$ cat config.mk
export PLATFORM = sky130hd
export DESIGN_NAME = line_state_table
export DESIGN_NICKNAME = d
export VERILOG_FILES = /design/src/dcache_pkg.sv /design/src/line_state_table.sv
export SDC_FILE = /design/constraint.sdc
export NUM_CORES = 2
export LEC_CHECK = 0
export ABC_CLOCK_PERIOD_IN_PS = 5100
export BUFFER_PORTS_ARGS = -buffer_cell sky130_fd_sc_hd__buf_4
export CAP_MARGIN = 20
export CORE_UTILIZATION = 30
export DETAILED_ROUTE_END_ITERATION = 7
export SKIP_LAST_GASP = 1
export SYNTH_ARGS = -nofsm -noshare
export SYNTH_HDL_FRONTEND = slang
export SYNTH_SLANG_ARGS = --single-unit
$ cat constraint.sdc
create_clock -name clk_i -period 5.1 [get_ports clk_i]
set_input_delay 1.02 -clock clk_i [delete_from_list [all_inputs] [get_ports clk_i]]
set_output_delay 1.02 -clock clk_i [all_outputs]
set_load 0.01 [all_outputs]
$ cat src/dcache_pkg.sv
package dcache_pkg;

    // Cache geometry, fixed by the 17-bit word address map
    localparam int DATA_W    = 32;
    localparam int TAG_W     = 8;
    localparam int INDEX_W   = 9;
    localparam int ADDR_W    = TAG_W + INDEX_W;
    localparam int NUM_LINES = 1 << INDEX_W;

    typedef logic [DATA_W-1:0]    data_t;
    // One enable per byte, all zero for a read
    typedef logic [DATA_W/8-1:0]  mask_t;
    typedef logic [TAG_W-1:0]     tag_t;
    typedef logic [INDEX_W-1:0]   index_t;

    typedef struct packed {
        tag_t   tag;
        index_t index;
    } word_addr_t;

    typedef struct packed {
        logic       sel;
        word_addr_t addr;
        data_t      wdata;
        mask_t      mask;
    } cpu_req_t;

    typedef struct packed {
        data_t rdata;
        logic  stall;
    } cpu_resp_t;

    typedef struct packed {
        tag_t  tag;
        data_t data;
    } sram_entry_t;

    typedef struct packed {
        logic       valid;
        logic       we;
        word_addr_t addr;
        data_t      wdata;
    } mem_req_t;

    typedef struct packed {
        logic  done;
        data_t rdata;
    } mem_resp_t;

    typedef enum logic [2:0] {
        IDLE,
        CACHE_RD,
        CACHE_WR,
        MEM_RD,
        MEM_WR,
        DONE
    } ctrl_state_e;

endpackage

$ cat src/line_state_table.sv
`timescale 1ns/1ps

module line_state_table (
    input  logic               clk_i,
    input  logic               rst_i,
    // Lookup for the current request
    input  dcache_pkg::index_t lookup_index_i,
    output logic               valid_o,
    output logic               dirty_o,
    // Single update strobe from the controller
    input  logic               upd_en_i,
    input  dcache_pkg::index_t upd_index_i,
    input  logic               upd_valid_i,
    input  logic               upd_dirty_i
);

    logic [dcache_pkg::NUM_LINES-1:0] valid_q;
    logic [dcache_pkg::NUM_LINES-1:0] dirty_q;

    always_ff @(posedge clk_i) begin
        if (rst_i) begin
            valid_q <= '0;
            dirty_q <= '0;
        end else if (upd_en_i) begin
            valid_q[upd_index_i] <= upd_valid_i;
            dirty_q[upd_index_i] <= upd_dirty_i;
        end
    end

    assign valid_o = valid_q[lookup_index_i];
    assign dirty_o = dirty_q[lookup_index_i];

    // Dirty bit only ever set alongside valid
    a_dirty_implies_valid: assert property (
        @(posedge clk_i) disable iff (rst_i)
        (dirty_q & ~valid_q) == '0
    );

endmodule

# Word level (Yosys, flattened, before mapping)
# Cells that the tools add are included.
# word_totals
regBits,1024
input_bits,23
output_inout_bits,2
wordCells,14
# op_classes
order_cmp,3
mux,8
n_reduce_logical,1
# ops
cell,count
512-bit bitwise mux,2
9-bit by 10-bit less-than comparator with 1-bit output (second input constant),2
1-bit binary-select mux with 9-bit select,2
1-bit demux with 9-bit select,1
9-bit by 1-bit >= comparator with 1-bit output (second input constant),1
1-bit two-way mux,3
1-bit logical AND,1

# Logic depth before layout (Yosys ltp)
# depth
word_depth,5
depth_mapped,12
depth_no_buf,8

# Worst setup path before layout
# Ideal clock, no wire load.
# synth_path
path_kind,input to output
start,input lookup_index_i[1]
end,output dirty_o
arrival_ns,3.323
t_required_ns,4.080
slack_ns,0.757
path_stages,10
path_buffers,4
cell_sequence,buf_2 -> buf_2 -> clkbuf_1 -> buf_1 -> mux4_2 -> o22ai_1 -> nor3_1 -> nor3_1 -> o22ai_1 -> or4_1
# synth_via
elab_chain_cells,2
# synth_lines
item,line,source
"start, declared",line_state_table.sv:7,"input dcache_pkg::index_t lookup_index_i,"
1-bit binary-select mux with 9-bit select,line_state_table.sv:31,assign dirty_o = dirty_q[lookup_index_i];
1-bit two-way mux (not written as such),line_state_table.sv:31,
"end, declared",line_state_table.sv:9,"output logic dirty_o,"
# Every way passes these cells. The select of a mux whose other input is x is not followed.

# Worst setup path after layout
# Same ends and word-level chain as after synthesis.

==> impl_summary.log <==
[metrics] Yosys Warn Count: 0
[metrics] Final min period: 5.08 ns
[metrics] post-synthesis area per instance: 7.79 um2
[metrics] synthesized netlist cell count: 6167
[metrics] post-route clock skew: 0 ns
[metrics] number of cells in the finished layout apart from fillers: 8071
[metrics] number of endpoints failing setup at the final stage: 0
[metrics] asr flop ratio synth: 0%
[metrics] count of cell types in the netlist: 60
[metrics] total of max-cap violations: 0
[metrics] number of buffers created by CTS: 110
[metrics] number of optimization iterations in the first detailed-route pass: 6
[metrics] xor/xnor share of the synthesized area: 0%
[metrics] count of final max-slew check failures: 0
[metrics] count of flip-flops with a built-in enable after synthesis: 0
[metrics] endpoint class of the critical path: output port
[metrics] top fanout value on the critical path: 24
[metrics] sequential share of the synthesized area: 42.7%
[metrics] Slew Limit Headroom: 20.0%
[metrics] post-synthesis mux area share: 11.5%
[metrics] DR vias/cell: 5.61
[metrics] largest cells by area after synthesis: sky130_fd_sc_hd__dfxtp_1, sky130_fd_sc_hd__a21oi_1, sky130_fd_sc_hd__nand2_1
[metrics] complex-gate fraction of the synthesized area: 20.5%
[metrics] worst-skew pair later-pin latency: 0.72 ns
[metrics] fill count: 16.3k
[metrics] wire length of the first global-routing pass: 251000 um
[metrics] # nets final: 5924
[metrics] Inst Count DP: 7854
[metrics] post-synth top area share: 42.7%
[metrics] CTS tree: yes
[metrics] Site Rows: 146
[metrics] All-Layer GR Usage: 19.5%
[metrics] starting utilization of the core area: 30.3%
[metrics] Iter 0 DRT Violations: 5070
[metrics] Worst Path Arrival: 4.06 ns
[metrics] TNS Setup: 0 ns
[metrics] run status: finished, final reports clean
[metrics] commonest register cell after synthesis: sky130_fd_sc_hd__dfxtp_1
[metrics] combinational family with the most area after synthesis: compound AO/OA/AOI/OAI gates
[metrics] total DRC errors in the routed layout: 0
[metrics] RSZ-0062 raised after global routing: no
[metrics] Sink Count: 1024
[metrics] Clock transition at path regs: 0.06 ns
[metrics] largest net degree at the start of global routing: 129
[metrics] initial antenna violation count: 6
[metrics] actual transition at the worst max-transition pin: 1.20 ns
[metrics] adder and majority gate portion of the synthesized area: 0%
[metrics] number of H-tree levels: 3
[metrics] detailed-route via count: 45.3k
[metrics] Syn Nets: 6190
[metrics] area of the mapped netlist: 0.0481 mm2
[metrics] weighted congestion at the end of routability-driven global placement: 0.889
[metrics] synthesized flop and latch total: 1024
[metrics] critical path data required time: 4.08 ns
[metrics] layout cells sized above 1: 10.4%
[metrics] post-route clock period utilization: 99.6%
[metrics] die area: 0.162 mm2
[metrics] width of the chip: 402 um
[metrics] standard cell core area: 0.159 mm2
[metrics] Root Driver: sky130_fd_sc_hd__clkbuf_16
[metrics] Final Hold Fails: 0
[metrics] WL/cell: 20.4 um
[metrics] area leader, netlist: sky130_fd_sc_hd__dfxtp_1
[metrics] maximum buffer depth of the clock tree: 3
[metrics] crit path kind: in -> out
[metrics] hpwl dp: 101000 um
[metrics] via count of the first global-routing pass: 41.8k
[metrics] power density over cell area: 322 mW/mm2
[metrics] cell leakage power: 16.8 nW
[metrics] critical path launch point type: input pin
[metrics] total I/O pin count: 25
[metrics] post-synthesis share of cell area spent on and, or, nand and nor gates: 19.5%
[metrics] I/O Buffers: 24
[metrics] total congestion overflow: 0
[metrics] Area growth, synth to finish: 13.6%
[metrics] worst hold-check path type: reg -> reg
[metrics] VDD IR-drop max: 0.271 mV
[metrics] achievable clock frequency: 197 MHz
[metrics] Chip Height: 402 um
[metrics] wire length after detailed routing: 165000 um
[metrics] ANT nets after route: 0
-- kinds of logic (layout without fill, tap and decap cells) --
logic type / after synthesis / after routing
AOI/OAI and AO/OA: 1849 / 1849
buffers and inverters: 640 / 469
DFF: 1024 / 1024
muxes: 392 / 392
other: 0 / 3
and+or+nand+nor: 2262 / 2262
-- per-stage QoR --
stage                     power (mW)  area [um2]  utilization [%]  setup WS, ns  hold slack [ns]
after floorplan                 8.88       48100                -         0.757            0.433
final                           17.6       54600             34.4        0.0207            0.453
after detailed placement        9.37       50600             31.9        -0.290            0.445
after CTS                       17.6       54400             34.3        0.0535            0.454
after global routing            18.0       54600             34.4       0.00614            0.468
after global placement          9.37       50600             31.8        -0.307            0.440
-- routing by layer --
metal	global-route usage (%)	wire length, um	share of wire, %
met5	0	43	0.026
met4	7.71	5860	3.6
met3	3.42	13000	7.9
met2	30.5	74000	45
met1	26.6	71700	44
-- worst max-delay path, stage by stage --
cell                       delay (ns)
sky130_fd_sc_hd__buf_6           0.12
sky130_fd_sc_hd__nand2b_4        0.26
sky130_fd_sc_hd__buf_12          0.22
sky130_fd_sc_hd__o221ai_1        0.36
sky130_fd_sc_hd__a21oi_1         0.18
sky130_fd_sc_hd__or3_1           0.41
sky130_fd_sc_hd__nor4_1          0.28
sky130_fd_sc_hd__nand3_1         0.26
sky130_fd_sc_hd__o22ai_2         0.33
sky130_fd_sc_hd__buf_4           0.16
sky130_fd_sc_hd__or4_4           0.17
sky130_fd_sc_hd__buf_4           0.12
sky130_fd_sc_hd__buf_4           0.10
-- final cells by class --
type                       count  area, um2  area share [%]
antenna                        3       7.51          0.0138
clock buffer                 171       3320            6.09
clock inverter                36        428           0.784
inverter                       4       15.0          0.0275
multi-input combinational   4503      25000            45.8
sequential                  1024      20500            37.6
tap                         2072       2590            4.75
timing repair buffer         258       2700            4.94
-- registers in the layout (all words and copies together), names as in the netlist --
register / flops
dirty_q: 512
valid_q: 512
-- cells in the mapped netlist (all sizes together) (2+ instances only) --
| master | n |
|---|---|
| clkinv | 2 |
| a211oi | 11 |
| mux2 | 4 |
| mux4 | 128 |
| nand2b | 6 |
| nand3 | 478 |
| or3b | 3 |
| or3 | 7 |
| nor4 | 10 |
| nor3 | 46 |
| and3b | 3 |
| o21ai | 595 |
| o32ai | 3 |
| inv | 2 |
| a221oi | 7 |
| and2 | 7 |
| a2111oi | 3 |
| nor2b | 6 |
| or4 | 4 |
| and3 | 5 |
| buf | 129 |
| o221ai | 110 |
| clkbuf | 507 |
| mux2i | 260 |
| nand2 | 1307 |
| or2 | 4 |
| a221o | 2 |
| o21a | 2 |
| o211ai | 6 |
| nor3b | 4 |
| nand4 | 7 |
| o22ai | 43 |
| nand3b | 5 |
| nor2 | 357 |
| a21oi | 1057 |
| dfxtp | 1024 |
-- cells in the final DEF, fill, tap and decap left out, types with 109 or more instances in the layout --
cell,instances
sky130_fd_sc_hd__o221ai_1,109
sky130_fd_sc_hd__nand2_1,1300
sky130_fd_sc_hd__o21ai_0,594
sky130_fd_sc_hd__mux4_2,128
sky130_fd_sc_hd__clkbuf_16,111
sky130_fd_sc_hd__nand3_1,474
sky130_fd_sc_hd__nor2_1,338
sky130_fd_sc_hd__buf_4,197
sky130_fd_sc_hd__mux2i_1,260
sky130_fd_sc_hd__dfxtp_1,1024
sky130_fd_sc_hd__a21oi_1,1056
-- where the power goes --
| group | total (mW) | switching (mW) | internal, mW |
|---|---|---|---|
| Sequential | 8.01 | 0.00287 | 8.00 |
| Combinational | 1.23 | 0.895 | 0.336 |
| Clock | 8.32 | 3.49 | 4.83 |
| Total | 17.6 | 4.39 | 13.2 |
-- path summary, 6_finish.rpt --
| path | cells after the start | from | end | slack (ns) |
|---|---|---|---|---|
| setup / recovery | 13 | lookup_index_i[1] | dirty_o | 0.02 |
| setup reg to reg | 2 | valid_q[127] | valid_q[127] | 4.35 |
| hold / removal | 2 | valid_q[364] | valid_q[364] | 0.45 |
| hold reg to reg | 2 | valid_q[364] | valid_q[364] | 0.45 |
-- timing repair --
item | CTS | global route
hold buffers | 0 | 0
buffers inserted | 0 | 0
cloned | 0 | 1
pin swaps | 0 | 2
gates resized for setup | 5 | 9
endpoints found under the setup margin | 2 | 2
hold endpoints to repair | 0 | 0
Note: power is estimated with default switching activity, not from simulation.
