`config.mk`:
```
export PLATFORM = sky130hd
export DESIGN_NAME = dcache_ctrl
export DESIGN_NICKNAME = d
export VERILOG_FILES = /design/src/dcache_pkg.sv /design/src/dcache_ctrl.sv
export SDC_FILE = /design/constraint.sdc
export NUM_CORES = 1
export LEC_CHECK = 0
export ABC_AREA = 0
export BUFFER_PORTS_ARGS = -buffer_cell sky130_fd_sc_hd__buf_2
export CAP_MARGIN = 0
export CORE_MARGIN = 3
export CORE_UTILIZATION = 25
export CTS_CLUSTER_DIAMETER = 120
export CTS_CLUSTER_SIZE = 40
export DETAILED_ROUTE_END_ITERATION = 10
export MAX_ROUTING_LAYER = met4
export SLEW_MARGIN = 20
export SYNTH_ARGS = -nofsm -noshare
export SYNTH_HDL_FRONTEND = slang
export SYNTH_SLANG_ARGS = --single-unit
```
`constraint.sdc`:
```
create_clock -name clk_i -period 3.8 [get_ports clk_i]
set_input_delay 0.19 -clock clk_i [delete_from_list [all_inputs] [get_ports clk_i]]
set_output_delay 0.19 -clock clk_i [all_outputs]
set_load 0.05 [all_outputs]
```
`src/dcache_pkg.sv`:
```
package dcache_pkg;

    // Cache geometry, fixed by the 17-bit word address map
    localparam int DATA_W    = 32;
    localparam int TAG_W     = 8;
    localparam int INDEX_W   = 9;
    localparam int ADDR_W    = TAG_W + INDEX_W;
    localparam int NUM_LINES = 1 << INDEX_W;

    typedef logic [DATA_W-1:0]    data_t;
    // One enable per byte, all zero for a read
    typedef logic [DATA_W/8-1:0]  mask_t;
    typedef logic [TAG_W-1:0]     tag_t;
    typedef logic [INDEX_W-1:0]   index_t;

    typedef struct packed {
        tag_t   tag;
        index_t index;
    } word_addr_t;

    typedef struct packed {
        logic       sel;
        word_addr_t addr;
        data_t      wdata;
        mask_t      mask;
    } cpu_req_t;

    typedef struct packed {
        data_t rdata;
        logic  stall;
    } cpu_resp_t;

    typedef struct packed {
        tag_t  tag;
        data_t data;
    } sram_entry_t;

    typedef struct packed {
        logic       valid;
        logic       we;
        word_addr_t addr;
        data_t      wdata;
    } mem_req_t;

    typedef struct packed {
        logic  done;
        data_t rdata;
    } mem_resp_t;

    typedef enum logic [2:0] {
        IDLE,
        CACHE_RD,
        CACHE_WR,
        MEM_RD,
        MEM_WR,
        DONE
    } ctrl_state_e;

endpackage

```
`src/dcache_ctrl.sv`:
```
`timescale 1ns/1ps

module dcache_ctrl (
    input  logic                     clk_i,
    input  logic                     rst_i,
    // Processor side
    input  dcache_pkg::cpu_req_t     cpu_req_i,
    output dcache_pkg::cpu_resp_t    cpu_resp_o,
    // SRAM ports
    output logic                     sram_wr_en_o,
    output dcache_pkg::index_t       sram_wr_index_o,
    output dcache_pkg::mask_t        sram_wr_mask_o,
    output dcache_pkg::sram_entry_t  sram_wr_entry_o,
    output logic                     sram_rd_en_o,
    output dcache_pkg::index_t       sram_rd_index_o,
    input  dcache_pkg::sram_entry_t  sram_entry_i,
    // Line state lookup and update
    input  logic                     line_valid_i,
    input  logic                     line_dirty_i,
    output logic                     upd_en_o,
    output dcache_pkg::index_t       upd_index_o,
    output logic                     upd_valid_o,
    output logic                     upd_dirty_o,
    // Memory side
    output dcache_pkg::mem_req_t     mem_req_o,
    input  dcache_pkg::mem_resp_t    mem_resp_i
);

    dcache_pkg::ctrl_state_e state_q;
    dcache_pkg::ctrl_state_e state_next;

    logic              is_write;
    logic              is_full;
    logic              tag_hit;
    logic              write_back;
    logic              fill_valid_q;
    dcache_pkg::data_t fill_merged;
    dcache_pkg::data_t fill_q;
    // Line read in CACHE_RD, serves as read data and as the victim
    dcache_pkg::tag_t  line_tag_q;
    dcache_pkg::data_t line_data_q;

    assign is_write   = |cpu_req_i.mask;
    assign is_full    = &cpu_req_i.mask;
    assign tag_hit    = sram_entry_i.tag == cpu_req_i.addr.tag;
    assign write_back = state_q == dcache_pkg::MEM_WR;

    always_comb begin
        state_next = state_q;
        case (state_q)
            dcache_pkg::IDLE: begin
                if (cpu_req_i.sel) begin
                    if (is_write) begin
                        if (line_valid_i && line_dirty_i) begin
                            state_next = dcache_pkg::CACHE_RD;
                        end else if (is_full) begin
                            state_next = dcache_pkg::CACHE_WR;
                        end else begin
                            state_next = dcache_pkg::MEM_RD;
                        end
                    end else if (line_valid_i) begin
                        state_next = dcache_pkg::CACHE_RD;
                    end else begin
                        state_next = dcache_pkg::MEM_RD;
                    end
                end
            end
            dcache_pkg::CACHE_RD: begin
                if (tag_hit) begin
                    state_next = is_write ? dcache_pkg::CACHE_WR : dcache_pkg::DONE;
                end else if (line_dirty_i) begin
                    state_next = dcache_pkg::MEM_WR;
                end else begin
                    state_next = dcache_pkg::MEM_RD;
                end
            end
            dcache_pkg::MEM_WR: begin
                if (mem_resp_i.done) begin
                    state_next = is_full ? dcache_pkg::CACHE_WR : dcache_pkg::MEM_RD;
                end
            end
            dcache_pkg::MEM_RD: begin
                if (mem_resp_i.done) begin
                    state_next = dcache_pkg::CACHE_WR;
                end
            end
            dcache_pkg::CACHE_WR: begin
                // A read fill goes back through the tag compare
                state_next = is_write ? dcache_pkg::DONE : dcache_pkg::CACHE_RD;
            end
            default: begin
                state_next = dcache_pkg::IDLE;
            end
        endcase
    end

    // Fetched word with the written bytes merged in, plain fetch for reads
    always_comb begin
        fill_merged = mem_resp_i.rdata;
        for (int b = 0; b < dcache_pkg::DATA_W / 8; b++) begin
            if (cpu_req_i.mask[b]) begin
                fill_merged[8*b +: 8] = cpu_req_i.wdata[8*b +: 8];
            end
        end
    end

    always_ff @(posedge clk_i) begin
        if (rst_i) begin
            state_q      <= dcache_pkg::IDLE;
            fill_valid_q <= 1'b0;
        end else begin
            state_q <= state_next;
            if (state_q == dcache_pkg::MEM_RD && mem_resp_i.done) begin
                fill_valid_q <= 1'b1;
            end else if (state_q == dcache_pkg::DONE) begin
                fill_valid_q <= 1'b0;
            end
        end
    end

    always_ff @(posedge clk_i) begin
        if (state_q == dcache_pkg::CACHE_RD) begin
            line_tag_q  <= sram_entry_i.tag;
            line_data_q <= sram_entry_i.data;
        end
        if (state_q == dcache_pkg::MEM_RD && mem_resp_i.done) begin
            fill_q <= fill_merged;
        end
    end

    // SRAM read issued one cycle ahead of CACHE_RD
    assign sram_rd_en_o    = state_next == dcache_pkg::CACHE_RD;
    assign sram_rd_index_o = cpu_req_i.addr.index;

    // Fill data replaces the whole word, a direct write only its bytes
    assign sram_wr_en_o         = state_q == dcache_pkg::CACHE_WR;
    assign sram_wr_index_o      = cpu_req_i.addr.index;
    assign sram_wr_mask_o       = fill_valid_q ? '1 : cpu_req_i.mask;
    assign sram_wr_entry_o.tag  = cpu_req_i.addr.tag;
    assign sram_wr_entry_o.data = fill_valid_q ? fill_q : cpu_req_i.wdata;

    assign upd_en_o    = state_q == dcache_pkg::CACHE_WR;
    assign upd_index_o = cpu_req_i.addr.index;
    assign upd_valid_o = 1'b1;
    assign upd_dirty_o = is_write;

    always_comb begin
        mem_req_o.valid = (state_q == dcache_pkg::MEM_RD) || write_back;
        mem_req_o.we    = write_back;
        if (write_back) begin
            mem_req_o.addr.tag   = line_tag_q;
            mem_req_o.addr.index = cpu_req_i.addr.index;
            mem_req_o.wdata      = line_data_q;
        end else begin
            mem_req_o.addr  = cpu_req_i.addr;
            mem_req_o.wdata = '0;
        end
    end

    assign cpu_resp_o.rdata = line_data_q;
    assign cpu_resp_o.stall = state_next != dcache_pkg::IDLE;

    // Responses only for a live request, and the FSM moves on right away
    a_done_consumed: assert property (
        @(posedge clk_i) disable iff (rst_i)
        mem_resp_i.done |-> mem_req_o.valid ##1 (state_q != $past(state_q))
    );

    // Victim never belongs to the line being brought in
    a_victim_tag: assert property (
        @(posedge clk_i) disable iff (rst_i)
        write_back |-> mem_req_o.addr.tag != cpu_req_i.addr.tag
    );

endmodule

```
* Word-level counts from Yosys, hierarchy flattened
Cells that the tools add are included.
** Word-level totals
- Output and inout port bits :: 160
- Bits of input ports :: 131
- Bits in registers :: 76
** Cells by class
- Equality and inequality tests :: 7
- Multiplexer cells :: 21
- Reduce and logical (&&, ||, !) cells :: 8
** Operators with widths (count)
- $mux 49 :: 1
- $mux 32 :: 1
- $mux 8 :: 4
- $mux 3 :: 8
- $pmux 3 s5 :: 1
- $eq 8x8->1 :: 1
- $eq 3x1->1 const B :: 2
- $eq 3x2->1 const B :: 2
- $eq 3x3->1 const B :: 2
- $mux 2 :: 2
- $mux 4 :: 1
- $reduce_and 4->1 :: 1
- $reduce_or 4->1 :: 1
- $logic_not 3->1 :: 1
- $mux 1 :: 3
- $reduce_bool 3->1 :: 1
- $logic_and 1x1->1 :: 2
- $reduce_bool 2->1 :: 1
- $logic_or 1x1->1 :: 1

* Depth between registers and ports, before layout
- Depth after elaboration :: 7
- Gate-level depth with buffers :: 6
- Depth with buffers taken out :: 6

* Worst setup path after synthesis
No wires, ideal clock.
- Path kind :: register to output
- Start point :: register state_q[0]
- End point :: output port sram_rd_en_o
- Buffers on the path :: 1
- Setup slack :: 0.325 ns
- Cell stages (with the launch flop) :: 7
- Data required time :: 3.610 ns
- Arrival time :: 3.285 ns
- Cells stage by stage :: dfxtp_1 buf_4 nor3b_2 nand2_1 nor3_1 nor3b_2 nor2_1
** On the way
- Longest elaborated chain between the ends :: 3
** Ends and longest elaborated chain
- start, declared :: RTL line dcache_ctrl.sv:29 : dcache_pkg::ctrl_state_e state_q;
- start signal, assigned :: RTL line dcache_ctrl.sv:109 : state_q <= dcache_pkg::IDLE;
- start signal, assigned :: RTL line dcache_ctrl.sv:112 : state_q <= state_next;
- $eq 3x2->1 (tied with other cells) :: RTL line dcache_ctrl.sv:50 : case (state_q)
- $pmux 3 s5 (*) :: RTL line dcache_ctrl.sv:50
- $eq 3x1->1 (*) :: RTL line dcache_ctrl.sv:132 : assign sram_rd_en_o = state_next == dcache_pkg::CACHE_RD;
- end, declared :: RTL line dcache_ctrl.sv:14 : output logic sram_rd_en_o,
Every way passes the cells marked *; elsewhere a longest branch is shown, timed or not.

==> key figures <==
Placement
  • Estimated wirelength of the detail-placed design: 8707 um
  • Final weighted congestion of routability-driven global placement: 0.7259
  • IO Port Bufs: ~240

Pwr
  • Leak Pwr: 2.351 nW
  • Switching component of the power: ~1.6 mW
  • Power per cell area: 650.5 mW/mm^2
  • Sequential share of power: between 30% and 40%
  • Clock Power Share: 22.1%
  • Share of total power in combinational logic: 44.3%
  • Internal power component: 1.929 mW
  • Worst IR drop on VDD: 230.4 uV
  • Sw Share: 45.65%

Synth
  • Mean post-synth cell area: around 14 um^2
  • Total standard cell area after synthesis: 0.004104 mm^2
  • Sequential-to-total area share from yosys stat: 54.63%
  • Ys flop type: sky130_fd_sc_hd__edfxtp_1
  • Post-synth cell types: 33
  • Post-Syn Nets: 432
  • Post-Syn Instances: around 300
  • Synth warn: 0
  • Proportion of synthesized flip-flops having asynchronous set or reset: 0%
  • Flop and latch count out of synthesis: between 70 and 80
  • EDFF count, synth: slightly above 70

Global routing
  • Met1 track demand over resource: 12.76%
  • Vias in the first global route: about 3,100
  • Global routing met3 resource utilization: 3.826%
  • Leftover overflow at the end of global routing: 0
  • Antenna violations before repair: 1
  • Gr busiest metal: met2
  • Global router's overall resource usage: 12.55%
  • Met2 track demand over resource in global routing: a little under a quarter
  • Pin count of the biggest net entering global routing: 43
  • First-pass GRT wire length: 16,740 um

Timing
  • Max-slew violation count: 0
  • Pin slew with the least headroom to its limit: approximately 0.92 ns
  • Final worst path period share: 62.33%
  • Final hold violations: 0
  • Setup violations, final: 0
  • RSZ-0062 raised after global routing: false
  • Max Freq: 422.2 MHz
  • Min Hold Slack: 0.02633 ns
  • Total Neg Setup Slack: 0 ns
  • Fin crit period: roughly 2.4 ns
  • Worst slew margin: around two fifths
  • Worst clock skew on the final layout: 0.005553 ns

CTS
  • Post-CTS Hold Buffers: 0
  • Clock tree from TritonCTS: yes
  • Number of buffers inserted during clock tree synthesis: 9
  • Post CTS Setup Buffer Count: 0
  • Source-to-sink clock delay at the later pin of the worst-skew pair: roughly 0.33 ns
  • Clock-pin transition on the worst setup and hold timing paths: 0.06 ns
  • Buffer cell driving the clock tree root: sky130_fd_sc_hd__clkbuf_16
  • H-tree levels: 3
  • Number of clock sinks: 76
  • Resized cells post-CTS: 0
  • Maximum number of buffers from clock root to sink: 2

Setup path
  • Endpoint type of the worst setup path: output port
  • Critical Path AT: about 2.2 ns
  • CP Class: reg2out
  • Maximum fanout along the worst path: 42
  • Startpoint type of the worst setup path: flop
  • Data required time of the critical path: 3.61 ns

Detailed routing
  • Pre-antenna DRT Iters: 4
  • Total vias in the final route: 3,044
  • Via-per-instance ratio: 4.234
  • Routed len/inst: 15.90 um
  • Starting DRC count in detailed routing: 96
  • Residual DRC: 0
  • DRT antenna net count: 0
  • Final wirelength: 11,430 um

Layout
  • Fill cell instance count of the final layout: between 1,500 and 2,000
  • Final layout net count: between 600 and 700
  • P&R area growth vs syn: 32.96%
  • Fraction of layout cells with a size suffix above 1: 68.73%

Floorplan
  • Die width: 134.1 um
  • Area enclosed by the die boundary: 0.01799 mm^2
  • Row cnt: 46
  • Placeable Area: 0.01600 mm^2
  • Boundary Pins: 291
  • Starting utilization of the core area: approximately 26%
  • Die outline height: 134.1 um

Status
  • Status: finished, final reports clean

Hold path
  • Min-Delay Path Class: in2reg

Run
  • Count of maximum capacitance violations: 0
-- cell usage in the layout, fill, tap and decap left out, types with 2 or more instances in the layout --
| cell | count |
|---|---|
| sky130_fd_sc_hd__a21oi_1 | 4 |
| sky130_fd_sc_hd__and2_1 | 34 |
| sky130_fd_sc_hd__buf_2 | 244 |
| sky130_fd_sc_hd__buf_4 | 3 |
| sky130_fd_sc_hd__clkbuf_16 | 9 |
| sky130_fd_sc_hd__clkinv_2 | 3 |
| sky130_fd_sc_hd__clkinv_4 | 2 |
| sky130_fd_sc_hd__dfxtp_1 | 3 |
| sky130_fd_sc_hd__edfxtp_1 | 72 |
| sky130_fd_sc_hd__inv_1 | 2 |
| sky130_fd_sc_hd__mux2_2 | 72 |
| sky130_fd_sc_hd__nand2_1 | 3 |
| sky130_fd_sc_hd__nand2b_1 | 3 |
| sky130_fd_sc_hd__nand4_1 | 3 |
| sky130_fd_sc_hd__nor2_1 | 9 |
| sky130_fd_sc_hd__nor3_1 | 2 |
| sky130_fd_sc_hd__nor3b_4 | 2 |
| sky130_fd_sc_hd__o21ai_0 | 2 |
| sky130_fd_sc_hd__or2_2 | 4 |
| sky130_fd_sc_hd__xnor2_1 | 8 |
-- Yosys cell counts, types with 2 or more instances --
master	n	share of area, %
sky130_fd_sc_hd__inv_1	2	0.18
sky130_fd_sc_hd__nand4_1	3	0.46
sky130_fd_sc_hd__nor2_1	9	0.82
sky130_fd_sc_hd__nor3b_2	2	0.61
sky130_fd_sc_hd__xnor2_1	8	1.7
sky130_fd_sc_hd__edfxtp_1	72	53
sky130_fd_sc_hd__clkbuf_1	4	0.37
sky130_fd_sc_hd__a21oi_1	4	0.49
sky130_fd_sc_hd__dfxtp_1	4	2.0
sky130_fd_sc_hd__nand2_1	3	0.27
sky130_fd_sc_hd__nand2b_1	3	0.46
sky130_fd_sc_hd__nor3_1	2	0.24
sky130_fd_sc_hd__or2_2	4	0.61
sky130_fd_sc_hd__mux2_2	72	20
sky130_fd_sc_hd__buf_2	4	0.49
sky130_fd_sc_hd__o21ai_0	2	0.24
sky130_fd_sc_hd__and2_1	34	5.2
sky130_fd_sc_hd__buf_4	54	9.9
-- metal layers --
| metal | vias to the layer above | part of all wire, % |
|---|---|---|
| met5 | - | 0 |
| met4 | 0 | 0.80 |
| met3 | 8 | 8.8 |
| met2 | 189 | 54 |
| met1 | 1417 | 37 |
| li1 | 1430 | - |
-- worst max-delay path, stage by stage, from the launching register on --
cell                      delay (ns)
sky130_fd_sc_hd__dfxtp_1        0.53
sky130_fd_sc_hd__nor3b_4        0.31
sky130_fd_sc_hd__buf_4          0.41
sky130_fd_sc_hd__mux2_2         0.38
sky130_fd_sc_hd__buf_2          0.21
-- cell families (layout without fill, tap and decap cells) --
| group | Yosys count | after routing | synth area share (%) |
|---|---|---|---|
| XOR/XNOR | 8 | 8 | 1.707 |
| AO/OA/AOI/OAI | 15 | 15 | 2.501 |
| other | 1 | 2 | 0.09138 |
| multiplexers | 73 | 73 | 20.00 |
| buffers and inverters | 64 | 265 | 10.91 |
| AND/OR/NAND/NOR | 64 | 64 | 10.15 |
| flip-flops | 76 | 76 | 54.63 |
-- final cells by class --
cell class              instances  area [um^2]  share of cell area (%)
multi-input cells             161         1420                   26.03
flip-flops and latches         76         2243                   41.11
repair buffers                247         1244                   22.79
well taps                     216        270.3                   4.953
inverters                       2        7.507                  0.1376
diodes                          1        2.502                 0.04586
clock buffers                   9        225.2                   4.127
clock inverters                 7        43.79                  0.8026
-- flip-flops by register name (all words and copies together), names as in the netlist --
| name | count |
|---|---|
| state_q | 3 |
| line_tag_q | 8 |
| fill_valid_q | 1 |
| fill_q | 32 |
| line_data_q | 32 |
-- per-stage QoR --
step	instance area, um^2	worst slack, ns	std cells	power, mW	util, %
after floorplan	4104	0.3246	301	2.532	-
after global placement	5185	1.833	702	2.785	32.41
after detailed placement	5185	1.797	702	2.796	32.41
after CTS	5454	1.426	718	3.609	34.09
after global routing	5456	1.294	719	3.722	34.10
final	5456	1.432	719	3.549	34.10
-- power by group through the flow --
stage / combinational (mW) / clock [mW] / sequential [mW]
global route: 1.65 / 0.859 / 1.21
detailed placement: 1.58 / 0 / 1.21
global placement: 1.58 / 0 / 1.21
floorplan: 1.14 / 0 / 1.39
CTS: 1.58 / 0.829 / 1.20
finish: 1.57 / 0.784 / 1.19
-- worst paths after layout --
| kind | start | end | slack [ns] | depth (start not counted) |
|---|---|---|---|---|
| max | state_q[2] | mem_req_o[47] | 1.43 | 4 |
| min | sram_entry_i[3] | line_data_q[3] | 0.03 | 1 |
| max reg2reg | state_q[1] | fill_q[10] | 1.95 | 3 |
| min reg2reg | state_q[2] | state_q[2] | 0.73 | 2 |
Note: power is estimated with default switching activity, not from simulation.
