==> src/dcache_pkg.sv <==
package dcache_pkg;

    // Cache geometry, fixed by the 17-bit word address map
    localparam int DATA_W    = 32;
    localparam int TAG_W     = 8;
    localparam int INDEX_W   = 9;
    localparam int ADDR_W    = TAG_W + INDEX_W;
    localparam int NUM_LINES = 1 << INDEX_W;

    typedef logic [DATA_W-1:0]    data_t;
    // One enable per byte, all zero for a read
    typedef logic [DATA_W/8-1:0]  mask_t;
    typedef logic [TAG_W-1:0]     tag_t;
    typedef logic [INDEX_W-1:0]   index_t;

    typedef struct packed {
        tag_t   tag;
        index_t index;
    } word_addr_t;

    typedef struct packed {
        logic       sel;
        word_addr_t addr;
        data_t      wdata;
        mask_t      mask;
    } cpu_req_t;

    typedef struct packed {
        data_t rdata;
        logic  stall;
    } cpu_resp_t;

    typedef struct packed {
        tag_t  tag;
        data_t data;
    } sram_entry_t;

    typedef struct packed {
        logic       valid;
        logic       we;
        word_addr_t addr;
        data_t      wdata;
    } mem_req_t;

    typedef struct packed {
        logic  done;
        data_t rdata;
    } mem_resp_t;

    typedef enum logic [2:0] {
        IDLE,
        CACHE_RD,
        CACHE_WR,
        MEM_RD,
        MEM_WR,
        DONE
    } ctrl_state_e;

endpackage

==> src/wb_mem_master.sv <==
`timescale 1ns/1ps

module wb_mem_master (
    input  logic                   clk_i,
    input  logic                   rst_i,
    // Controller side
    input  dcache_pkg::mem_req_t   mem_req_i,
    output dcache_pkg::mem_resp_t  mem_resp_o,
    // Wishbone classic master
    output logic                   wb_cyc_o,
    output logic                   wb_stb_o,
    output logic                   wb_we_o,
    output dcache_pkg::word_addr_t wb_adr_o,
    output dcache_pkg::data_t      wb_dat_o,
    output dcache_pkg::mask_t      wb_sel_o,
    input  dcache_pkg::data_t      wb_dat_i,
    input  logic                   wb_ack_i
);

    // Idle when low, bus cycle in progress when high
    logic                   busy_q;
    logic                   we_q;
    logic                   done_q;
    logic                   start;
    dcache_pkg::word_addr_t adr_q;
    dcache_pkg::data_t      dat_q;
    dcache_pkg::data_t      rdata_q;

    // Request is still held during the done cycle, so don't restart then
    assign start = !busy_q && mem_req_i.valid && !done_q;

    always_ff @(posedge clk_i) begin
        if (rst_i) begin
            busy_q <= 1'b0;
            we_q   <= 1'b0;
            done_q <= 1'b0;
        end else begin
            done_q <= 1'b0;
            if (start) begin
                busy_q <= 1'b1;
                we_q   <= mem_req_i.we;
            end else if (busy_q && wb_ack_i) begin
                busy_q <= 1'b0;
                we_q   <= 1'b0;
                done_q <= 1'b1;
            end
        end
    end

    always_ff @(posedge clk_i) begin
        if (start) begin
            adr_q <= mem_req_i.addr;
            dat_q <= mem_req_i.wdata;
        end
        if (busy_q && wb_ack_i) begin
            rdata_q <= wb_dat_i;
        end
    end

    assign wb_cyc_o = busy_q;
    assign wb_stb_o = busy_q;
    assign wb_we_o  = we_q;
    assign wb_adr_o = adr_q;
    assign wb_dat_o = dat_q;
    assign wb_sel_o = '1;

    assign mem_resp_o.done  = done_q;
    assign mem_resp_o.rdata = rdata_q;

    // Slave acks only inside an open bus cycle
    a_ack_in_cycle: assert property (
        @(posedge clk_i) disable iff (rst_i)
        wb_ack_i |-> wb_stb_o
    );

    // Classic cycle holds its address and data until acked
    a_hold_until_ack: assert property (
        @(posedge clk_i) disable iff (rst_i)
        (wb_stb_o && !wb_ack_i) |=>
            $stable(wb_adr_o) && $stable(wb_we_o) && $stable(wb_dat_o)
    );

endmodule

==> config.mk <==
export PLATFORM = sky130hd
export DESIGN_NAME = wb_mem_master
export DESIGN_NICKNAME = d
export VERILOG_FILES = /design/src/dcache_pkg.sv /design/src/wb_mem_master.sv
export SDC_FILE = /design/constraint.sdc
export NUM_CORES = 1
export LEC_CHECK = 0
export ABC_AREA = 1
export BUFFER_PORTS_ARGS = -buffer_cell sky130_fd_sc_hd__buf_2
export CAP_MARGIN = 40
export CORE_UTILIZATION = 41
export DETAILED_ROUTE_END_ITERATION = 12
export PLACE_DENSITY = 0.79
export SETUP_SLACK_MARGIN = 0.1
export SYNTH_ARGS = -nofsm -noshare
export SYNTH_HDL_FRONTEND = slang
export SYNTH_SLANG_ARGS = --single-unit
==> constraint.sdc <==
create_clock -name clk_i -period 2.35 [get_ports clk_i]
set_input_delay 0.1175 -clock clk_i [delete_from_list [all_inputs] [get_ports clk_i]]
set_output_delay 0.1175 -clock clk_i [all_outputs]
set_load 0.03 [all_outputs]
== After elaboration in Yosys (flattened, before gate mapping) ==
Cells that the tools add are included.

* Mux-type cells: 4
* Reductions and logical operators: 7

{| class="wikitable"
|+ Operator list
! operator !! count
|-
| 1-bit two-way mux || 4
|-
| 1-bit logical AND || 3
|-
| 1-bit zero test || 2
|-
| 2-bit nonzero test || 1
|-
| 2-bit OR reduction || 1
|}

* Register bits: 84
* Bits of input ports: 86
* Word-level logic and storage cells: 18

== Depth between registers and ports, before layout ==
Gate-level depths: netlist (run 1).

* Word-level depth: 4
* Mapped depth: 5

== Worst setup path after synthesis (run 1) ==
OpenSTA, ideal clock, no wires.

* Path type: reg2reg
* From: register busy_q, in the netlist wb_cyc_o
* To: register adr_q (netlist bit wb_adr_o[0]) (enable)
* Arrival: 1.563 ns
* Data required time: 1.947 ns
* Path slack: 0.383 ns
* Stages on the path, launching flop included: 4
* Path buffers: 0
* Period minus slack after synthesis: 1.967 ns
* Path through: dfxtp_1 > inv_2 > nand3_2 > inv_1

* Word-level cells in the longest chain between the ends: 3

{| class="wikitable"
|+ RTL lines
! element !! line !! RTL
|-
| start: declaration || wb_mem_master.sv:21 || <nowiki>logic busy_q;</nowiki>
|-
| start signal: assignment || wb_mem_master.sv:34 || <nowiki>busy_q <= 1'b0;</nowiki>
|-
| start signal: assignment || wb_mem_master.sv:40 || <nowiki>busy_q <= 1'b1;</nowiki>
|-
| start signal: assignment || wb_mem_master.sv:43 || <nowiki>busy_q <= 1'b0;</nowiki>
|-
| 1-bit zero test || wb_mem_master.sv:30 || <nowiki>assign start = !busy_q && mem_req_i.valid && !done_q;</nowiki>
|-
| 1-bit logical AND (2 in series) || wb_mem_master.sv:30 ||
|-
| via start || wb_mem_master.sv:24 || <nowiki>logic start;</nowiki>
|-
| end signal: assignment || wb_mem_master.sv:52 || <nowiki>adr_q <= mem_req_i.addr;</nowiki>
|-
| end: declaration || wb_mem_master.sv:25 || <nowiki>dcache_pkg::word_addr_t adr_q;</nowiki>
|}

The timed path passes the listed nets, and every way through them passes these cells.
A chain may end at the register's enable or synchronous reset.

== Worst setup path after layout (run 1) ==
* From: register busy_q, in the netlist wb_cyc_o
* To: register adr_q (netlist bit wb_adr_o[6]) (enable)

Same word-level chain as after synthesis.

==> flow_metrics.env, run 1 <==
export IMPL_wire_per_inst_um=17.9
export IMPL_dpl_cell_area_um2=3550
export IMPL_cp_top_family="buffers and inverters"
export IMPL_worst_path_buf_inv=3
export IMPL_fin_cells=449
export IMPL_grt_ovfl_total=0
export IMPL_layout_min_cycle_time_ps=1470
export IMPL_rsz0062_at_grt="no"
export IMPL_viasPerCell=4.50
export IMPL_drc=0
export IMPL_synth_area_um2=2620
export IMPL_cts_made_buffers=9
export IMPL_netlist_instances=106
export IMPL_htreeDepth=3
export IMPL_grt_pass1_wl_mm=10.7
export IMPL_cp_end_kind="flop"
export IMPL_min_path_type="in2reg"
export IMPL_place_congestion=0.733
export IMPL_cts_reportedPaths_clkPinSlew_ps=70
export IMPL_crit_path_max_incr_delay_ps=380
export IMPL_finalCritPeriodShare=0.626
export IMPL_num_antenna_cells=0
export IMPL_dp_cells=350
export IMPL_crit_type="reg2reg"
export IMPL_core_um2=6030
export IMPL_clock_latency_ps=340
export IMPL_busiest_layer="met2"
export IMPL_dp_hpwl_mm=4.44
export IMPL_io_pins=175
export IMPL_grt_use_met3=0.0767
export IMPL_fin_util=0.772
export IMPL_slew_violations=0
export IMPL_comb_power_share=0.139
export IMPL_cts_setup_buffers=0
export IMPL_tritoncts="yes"
export IMPL_clk_path_buf_depth=2
export IMPL_drtIter0Drc=115
export IMPL_area_growth_pct=77.7
export IMPL_final_common_cell="buf_2"
export IMPL_met2_usage=0.407
export IMPL_setup_tns_ps=0
export IMPL_cpMostUsedCell="inv_2"
export IMPL_seqPwrFrac=0.493
export IMPL_firstDrtPassIters=4
export IMPL_start_util=0.434
export IMPL_vias=2020
export IMPL_p_leak_nw=2.01
export IMPL_yosys_warnings=0
export IMPL_setup_viol_count_final=0
export IMPL_cts_root_buf="clkbuf_8"
export IMPL_clkPwrFrac=0.368
export IMPL_critPathLaunchType="flop"
export IMPL_antenna_left=0
export IMPL_max_cap_violations=0
export IMPL_ir_drop_v=0.000601
export IMPL_ys_types=13
export IMPL_routed_wirelength_mm=8.05
export IMPL_rows=28
export IMPL_final_cell_mix="170 x buf_2, 83 x dlygate4sd3_1, 81 x edfxtp_1"
export IMPL_io_buffers=170
export IMPL_syn_avg_cell_area_um2=24.7
export IMPL_p_sw_frac=0.230
export IMPL_cp_slowest_cell="inv_2"
export IMPL_die_x_um=81.9
export IMPL_fin_skew_ps=17.2
export IMPL_grtUsageMet1=0.262
export IMPL_setup_ws_ps=879
export IMPL_layout_drive_gt1_share=0.516
export IMPL_ys_seq_area_frac=0.953
export IMPL_hold_violations=0
export IMPL_powerDensity_nw_per_um2=771
export IMPL_fin_area_um2=4650
export IMPL_power_switching_w=0.000824
export IMPL_grt_start_max_net_pins=34
export IMPL_required_ps=2380
export IMPL_path_cells="inv_2 -> nand3_2 -> inv_2 -> buf_12"
export IMPL_fmax_mhz=680
export IMPL_cts_sinks=84
export IMPL_worstPathArrival_ps=1500
export IMPL_status="complete, no violations"
export IMPL_die_area_um2=6700
export IMPL_critPathMaxFanout=30
export IMPL_first_global_vias=2117
export IMPL_finalNetCount=455
export IMPL_gr_usage_all_layers=0.232
export IMPL_die_h_um=81.9
export IMPL_synth_seq_cells=84
export IMPL_intPower_w=0.00276
export IMPL_antenna_found_initial=0
export IMPL_place_ws_ps=933
==> power groups by stage <==
stage                     registers [W]  clock network [W]  logic [W]
after global routing            0.00177            0.00139   0.000525
after floorplan                 0.00196                  0  0.0000585
after detailed placement        0.00180                  0   0.000378
after global placement          0.00179                  0   0.000369
final                           0.00177            0.00132   0.000499
after CTS                       0.00176            0.00133   0.000486
==> flip-flops by register name, indices dropped and copies added, names as in the netlist <==
name	count
rdata_q	32
wb_dat_o	32
wb_adr_o	17
done_q	1
wb_cyc_o	1
wb_we_o	1
==> synthesized netlist by cell type <==
master	instances	area [um2]
inv_1	4	15.0
nand3_2	1	10.0
nor3_2	1	10.0
dfxtp_1	3	60.1
nor2_1	2	7.51
a21oi_1	1	5.00
nand2_2	1	6.26
buf_4	6	45.0
nor2_2	1	6.26
nand2_1	3	11.3
edfxtp_1	81	2430
inv_2	1	3.75
conb_1	1	3.75
==> through the flow <==
step	power, W	hold slack (ps)
floorplan	0.00202	187
global placement	0.00216	293
detailed placement	0.00217	296
CTS	0.00358	15.9
global route	0.00369	50.7
finish	0.00358	65.8
==> logic make-up after synthesis <==
logic type | synth area share
buf+inv | 0.0244
flops | 0.953
simple gates | 0.0196
compound gates | 0.00191
other cells | 0.00143
==> area by class of cell <==
class	count	area [um2]
timing repair buffer	255	1710
multi-input combinational	14	71.3
clock inverter	6	136
sequential	84	2490
fill	359	1380
tap	75	93.8
inverter	5	18.8
clock buffer	10	128
==> layer usage <==
metal	wire length (um)	share of wire
met4	152	0.019
met2	4120	0.51
met5	0	0
met3	723	0.090
met1	3050	0.38
==> worst min-delay path, stage by stage <==
cell and delay, ps:
buf_2 110, nand2_2 80, nor2_1 40
==> what timing repair did <==
| item | 4_1_cts | 5_1_grt |
|---|---|---|
| gates resized for setup | 0 | 0 |
| hold buffers | 83 | 0 |
| endpoints found under the hold margin | 84 | 0 |
==> final timing paths <==
check / startpoint / end / slack, ps / cells past startpoint
hold / removal: wb_ack_i / done_q$_SDFF_PP0_ / 70 / 3
setup reg to reg: wb_cyc_o$_SDFFE_PP0P_ / wb_adr_o[6]$_DFFE_PP_ / 880 / 4
hold reg to reg: wb_cyc_o$_SDFFE_PP0P_ / done_q$_SDFF_PP0_ / 550 / 2
setup / recovery: wb_cyc_o$_SDFFE_PP0P_ / wb_adr_o[6]$_DFFE_PP_ / 880 / 4
Note: power is estimated with default switching activity, not from simulation.
==> inputs of run 2 (changes only) <==
--- a/config.mk
+++ b/config.mk
@@ -8,9 +8,9 @@
 export ABC_AREA = 1
 export BUFFER_PORTS_ARGS = -buffer_cell sky130_fd_sc_hd__buf_2
 export CAP_MARGIN = 40
-export CORE_UTILIZATION = 41
+export CORE_UTILIZATION = 37
 export DETAILED_ROUTE_END_ITERATION = 12
-export PLACE_DENSITY = 0.79
+export PLACE_DENSITY = 0.75
 export SETUP_SLACK_MARGIN = 0.1
 export SYNTH_ARGS = -nofsm -noshare
 export SYNTH_HDL_FRONTEND = slang
==> constraint.sdc (replaced) <==
create_clock -name clk_i -period 1.2 [get_ports clk_i]
set_input_delay 0.06 -clock clk_i [delete_from_list [all_inputs] [get_ports clk_i]]
set_output_delay 0.06 -clock clk_i [all_outputs]
set_load 0.03 [all_outputs]
==> flow_metrics.env, run 2 (synthesis gave the netlist of run 1 again) <==
export IMPL_ir_drop_v=0.000830
export IMPL_io_pins=175
export IMPL_max_cap_violations=0
export IMPL_required_ps=1260
export IMPL_wire_per_inst_um=16.3
export IMPL_cts_root_buf="clkbuf_8"
export IMPL_grt_pass1_wl_mm=10.3
export IMPL_die_h_um=86.1
export IMPL_fin_skew_ps=5.99
export IMPL_hold_slack_ps=48.9
export IMPL_clock_latency_ps=340
export IMPL_grt_start_max_net_pins=34
export IMPL_critPathLaunchType="flop"
export IMPL_worstPathArrival_ps=1220
export IMPL_dp_hpwl_mm=4.13
export IMPL_grt_ovfl_total=0
export IMPL_drc=0
export IMPL_multi_input_area_um2=78.8
export IMPL_fin_area_um2=4840
export IMPL_cts_reportedPaths_clkPinSlew_ps=80
export IMPL_rows=30
export IMPL_slew_violations=0
export IMPL_rsz0062_at_grt="yes"
export IMPL_first_global_vias=2094
export IMPL_viasPerCell=4.22
export IMPL_core_um2=6790
export IMPL_setup_viol_count_final=0
export IMPL_drtIter0Drc=69
export IMPL_dpl_cell_area_um2=3630
export IMPL_setup_tns_ps=0
export IMPL_crit_type="reg2reg"
export IMPL_p_leak_nw=2.06
export IMPL_cts_sinks=84
export IMPL_fillers=409
export IMPL_die_area_um2=7410
export IMPL_tritoncts="yes"
export IMPL_powerDensity_nw_per_um2=1350
export IMPL_firstDrtPassIters=4
export IMPL_layout_drive_gt1_share=0.535
export IMPL_finalCritPeriodShare=0.961
export IMPL_finalPower_w=0.00653
export IMPL_final_common_cell="buf_2"
export IMPL_routed_wirelength_mm=7.84
export IMPL_io_buffers=170
export IMPL_place_congestion=0.732
export IMPL_seqCellArea_um2=2500
export IMPL_finalNetCount=466
export IMPL_gr_usage_all_layers=0.194
export IMPL_cp_end_kind="flop"
export IMPL_critPathMaxFanout=7
export IMPL_die_x_um=86.1
export IMPL_htreeDepth=3
export IMPL_num_antenna_cells=0
export IMPL_fmax_mhz=867
export IMPL_vias=2029
export IMPL_cts_made_buffers=9
export IMPL_antenna_found_initial=0
export IMPL_area_growth_pct=84.9
export IMPL_clk_path_buf_depth=2
export IMPL_min_path_type="in2reg"
export IMPL_final_cell_mix="170 x buf_2, 84 x dlygate4sd3_1, 81 x edfxtp_1"
export IMPL_antenna_left=0
export IMPL_hold_violations=0
export IMPL_start_util=0.385
export IMPL_layout_min_cycle_time_ps=1150
export IMPL_status="complete, no violations"
[run 2: routing by layer]
metal	track usage	share of wire	vias up
met4	0.0652	0.012	0
met3	0.0799	0.096	12
met2	0.354	0.53	124
li1	-	-	941
met5	0	0	-
met1	0.201	0.36	952
[run 2: what timing repair did]
action | in CTS | in global routing
setup endpoints to repair | 29 | 80
gates cloned | 0 | 7
hold endpoints to repair | 84 | 0
pin swaps | 0 | 0
resized for setup | 0 | 1
buffers inserted | 0 | 2
hold buffers | 84 | 0
[run 2: layout make-up]
class,count,area share
tap,96,0.0248
clock inverter,5,0.0127
inverter,5,0.00543
multi-input combinational,14,0.0163
clock buffer,11,0.0292
timing repair buffer,266,0.395
sequential,84,0.516
[run 2: critical path, cell delays in order (launching register included)]
cell and delay [ps]:
dfxtp_4 360, inv_2 60, nand3_4 70, clkinvlp_4 90, buf_12 140, clkbuf_16 150
[run 2: through the flow]
step | setup slack (ps) | util | std cells
after global placement | 99.5 | 0.535 | 372
final | 47.0 | 0.712 | 481
after global routing | 8.69 | 0.712 | 481
after floorplan | -409 | - | 109
after CTS | 79.1 | 0.688 | 472
after detailed placement | 87.5 | 0.535 | 372
[run 2: path summary, 6_finish.rpt]
| kind | startpoint | to | slack (ps) | depth (start not counted) |
|---|---|---|---|---|
| hold reg to reg | wb_cyc_o$_SDFFE_PP0P_ | done_q$_SDFF_PP0_ | 540 | 2 |
| setup reg to reg | wb_cyc_o$_SDFFE_PP0P_ | wb_dat_o[23]$_DFFE_PP_ | 50 | 5 |
| setup / recovery | wb_cyc_o$_SDFFE_PP0P_ | wb_dat_o[23]$_DFFE_PP_ | 50 | 5 |
| hold / removal | mem_req_i[50] | wb_cyc_o$_SDFFE_PP0P_ | 50 | 3 |
[run 2: power by group]
| group | leakage, nW | internal (W) | switching (W) |
|---|---|---|---|
| clock | 0.0918 | 0.00102 | 0.000963 |
| sequential | 0.787 | 0.00341 | 0.0000479 |
| combinational | 1.18 | 0.000488 | 0.000601 |
| total | 2.06 | 0.00492 | 0.00161 |
==> inputs of run 3 (changes only) <==
--- a/config.mk
+++ b/config.mk
@@ -10,7 +10,7 @@
 export CAP_MARGIN = 40
 export CORE_UTILIZATION = 37
 export DETAILED_ROUTE_END_ITERATION = 12
-export PLACE_DENSITY = 0.75
+export PLACE_DENSITY_LB_ADDON = 0.08
 export SETUP_SLACK_MARGIN = 0.1
 export SYNTH_ARGS = -nofsm -noshare
 export SYNTH_HDL_FRONTEND = slang
==> flow_metrics.env, run 3 (synthesis gave the netlist of run 1 again) <==
export IMPL_finalCritPeriodShare=0.948
export IMPL_critPathLaunchType="flop"
export IMPL_cts_sinks=84
export IMPL_dpl_cell_area_um2=3630
export IMPL_antenna_left=0
export IMPL_dp_cells=372
export IMPL_cts_root_buf="clkbuf_8"
export IMPL_powerDensity_nw_per_um2=1330
export IMPL_setup_viol_count_final=0
export IMPL_min_path_type="in2reg"
export IMPL_ctsResizeCount=0
export IMPL_routed_wirelength_mm=6.51
export IMPL_grt_ovfl_total=0
export IMPL_io_pins=175
export IMPL_die_area_um2=7410
export IMPL_dp_hpwl_mm=3.78
export IMPL_wire_per_inst_um=13.8
export IMPL_place_congestion=0.707
export IMPL_finalPower_w=0.00619
export IMPL_fmax_mhz=879
export IMPL_die_h_um=86.1
export IMPL_viasPerCell=4.07
export IMPL_grt_start_max_net_pins=34
export IMPL_drtIter0Drc=82
export IMPL_tritoncts="yes"
export IMPL_critPathMaxFanout=25
export IMPL_core_um2=6790
export IMPL_layout_drive_gt1_share=0.523
export IMPL_finalNetCount=458
export IMPL_status="complete, no violations"
export IMPL_cts_made_buffers=9
export IMPL_slew_violations=0
export IMPL_hold_slack_ps=57.8
export IMPL_rows=30
export IMPL_crit_type="reg2reg"
export IMPL_clock_latency_ps=340
export IMPL_gr_usage_all_layers=0.175
export IMPL_worstPathArrival_ps=1170
export IMPL_cp_end_kind="flop"
export IMPL_max_cap_violations=0
export IMPL_layout_min_cycle_time_ps=1140
export IMPL_final_cell_mix="170 x buf_2, 84 x dlygate4sd3_1, 81 x edfxtp_1"
export IMPL_hold_violations=0
export IMPL_required_ps=1240
export IMPL_antenna_found_initial=0
export IMPL_rsz0062_at_grt="yes"
export IMPL_die_x_um=86.1
export IMPL_num_antenna_cells=0
export IMPL_htreeDepth=3
export IMPL_final_common_cell="buf_2"
export IMPL_fin_util=0.685
export IMPL_fin_area_um2=4650
export IMPL_cts_reportedPaths_clkPinSlew_ps=80
export IMPL_first_global_vias=1975
export IMPL_ir_drop_v=0.000650
export IMPL_drc=0
export IMPL_area_growth_pct=77.9
export IMPL_grt_pass1_wl_mm=9.40
export IMPL_fin_cells=473
export IMPL_clk_path_buf_depth=2
export IMPL_p_leak_nw=1.97
export IMPL_vias=1923
export IMPL_io_buffers=170
export IMPL_start_util=0.385
export IMPL_fin_skew_ps=10.3
export IMPL_firstDrtPassIters=5
## run 3: metrics by stage
| step | worst slack [ps] | TNS, ps |
|---|---|---|
| after global routing | 33.0 | 0 |
| after global placement | 53.6 | 0 |
| after floorplan | -409 | -23910 |
| after detailed placement | 42.7 | 0 |
| after CTS | 63.1 | 0 |
| final | 62.5 | 0 |
## run 3: critical path: stages (launching register included)
cell	delay [ps]
dfxtp_1	310
inv_1	110
nand3_4	100
clkinvlp_4	130
buf_12	190
## run 3: area by class of cell
class | instances | area (um2)
clock buffer | 10 | 128
clock inverter | 6 | 46.3
fill | 479 | 2140
inverter | 5 | 26.3
multi-input combinational | 14 | 78.8
sequential | 84 | 2500
tap | 96 | 120
timing repair buffer | 258 | 1760
## run 3: layer usage
metal	up-vias	share of wire	global-route usage
li1	927	-	-
met1	881	0.35	0.173
met2	110	0.56	0.325
met3	5	0.085	0.0664
met4	0	0.0097	0.0727
met5	-	0	0
## run 3: power by group
group	switching, W	internal, W	total (W)
sequential	0.0000397	0.00340	0.00344
clock	0.000992	0.000767	0.00176
combinational	0.000563	0.000419	0.000982
## run 3: timing repair
item | CTS | global route
setup endpoints to repair | 46 | 46
endpoints found under the hold margin | 84 | 0
hold buffers | 84 | 0
buffers inserted | 1 | 0
## run 3: final timing paths
check	cells after the start	endpoint	slack (ps)	from
setup reg to reg	4	wb_dat_o[12]$_DFFE_PP_	60	done_q$_SDFF_PP0_
hold / removal	3	wb_cyc_o$_SDFFE_PP0P_	60	mem_req_i[50]
hold reg to reg	2	done_q$_SDFF_PP0_	550	wb_cyc_o$_SDFFE_PP0P_
setup / recovery	4	wb_dat_o[12]$_DFFE_PP_	60	done_q$_SDFF_PP0_
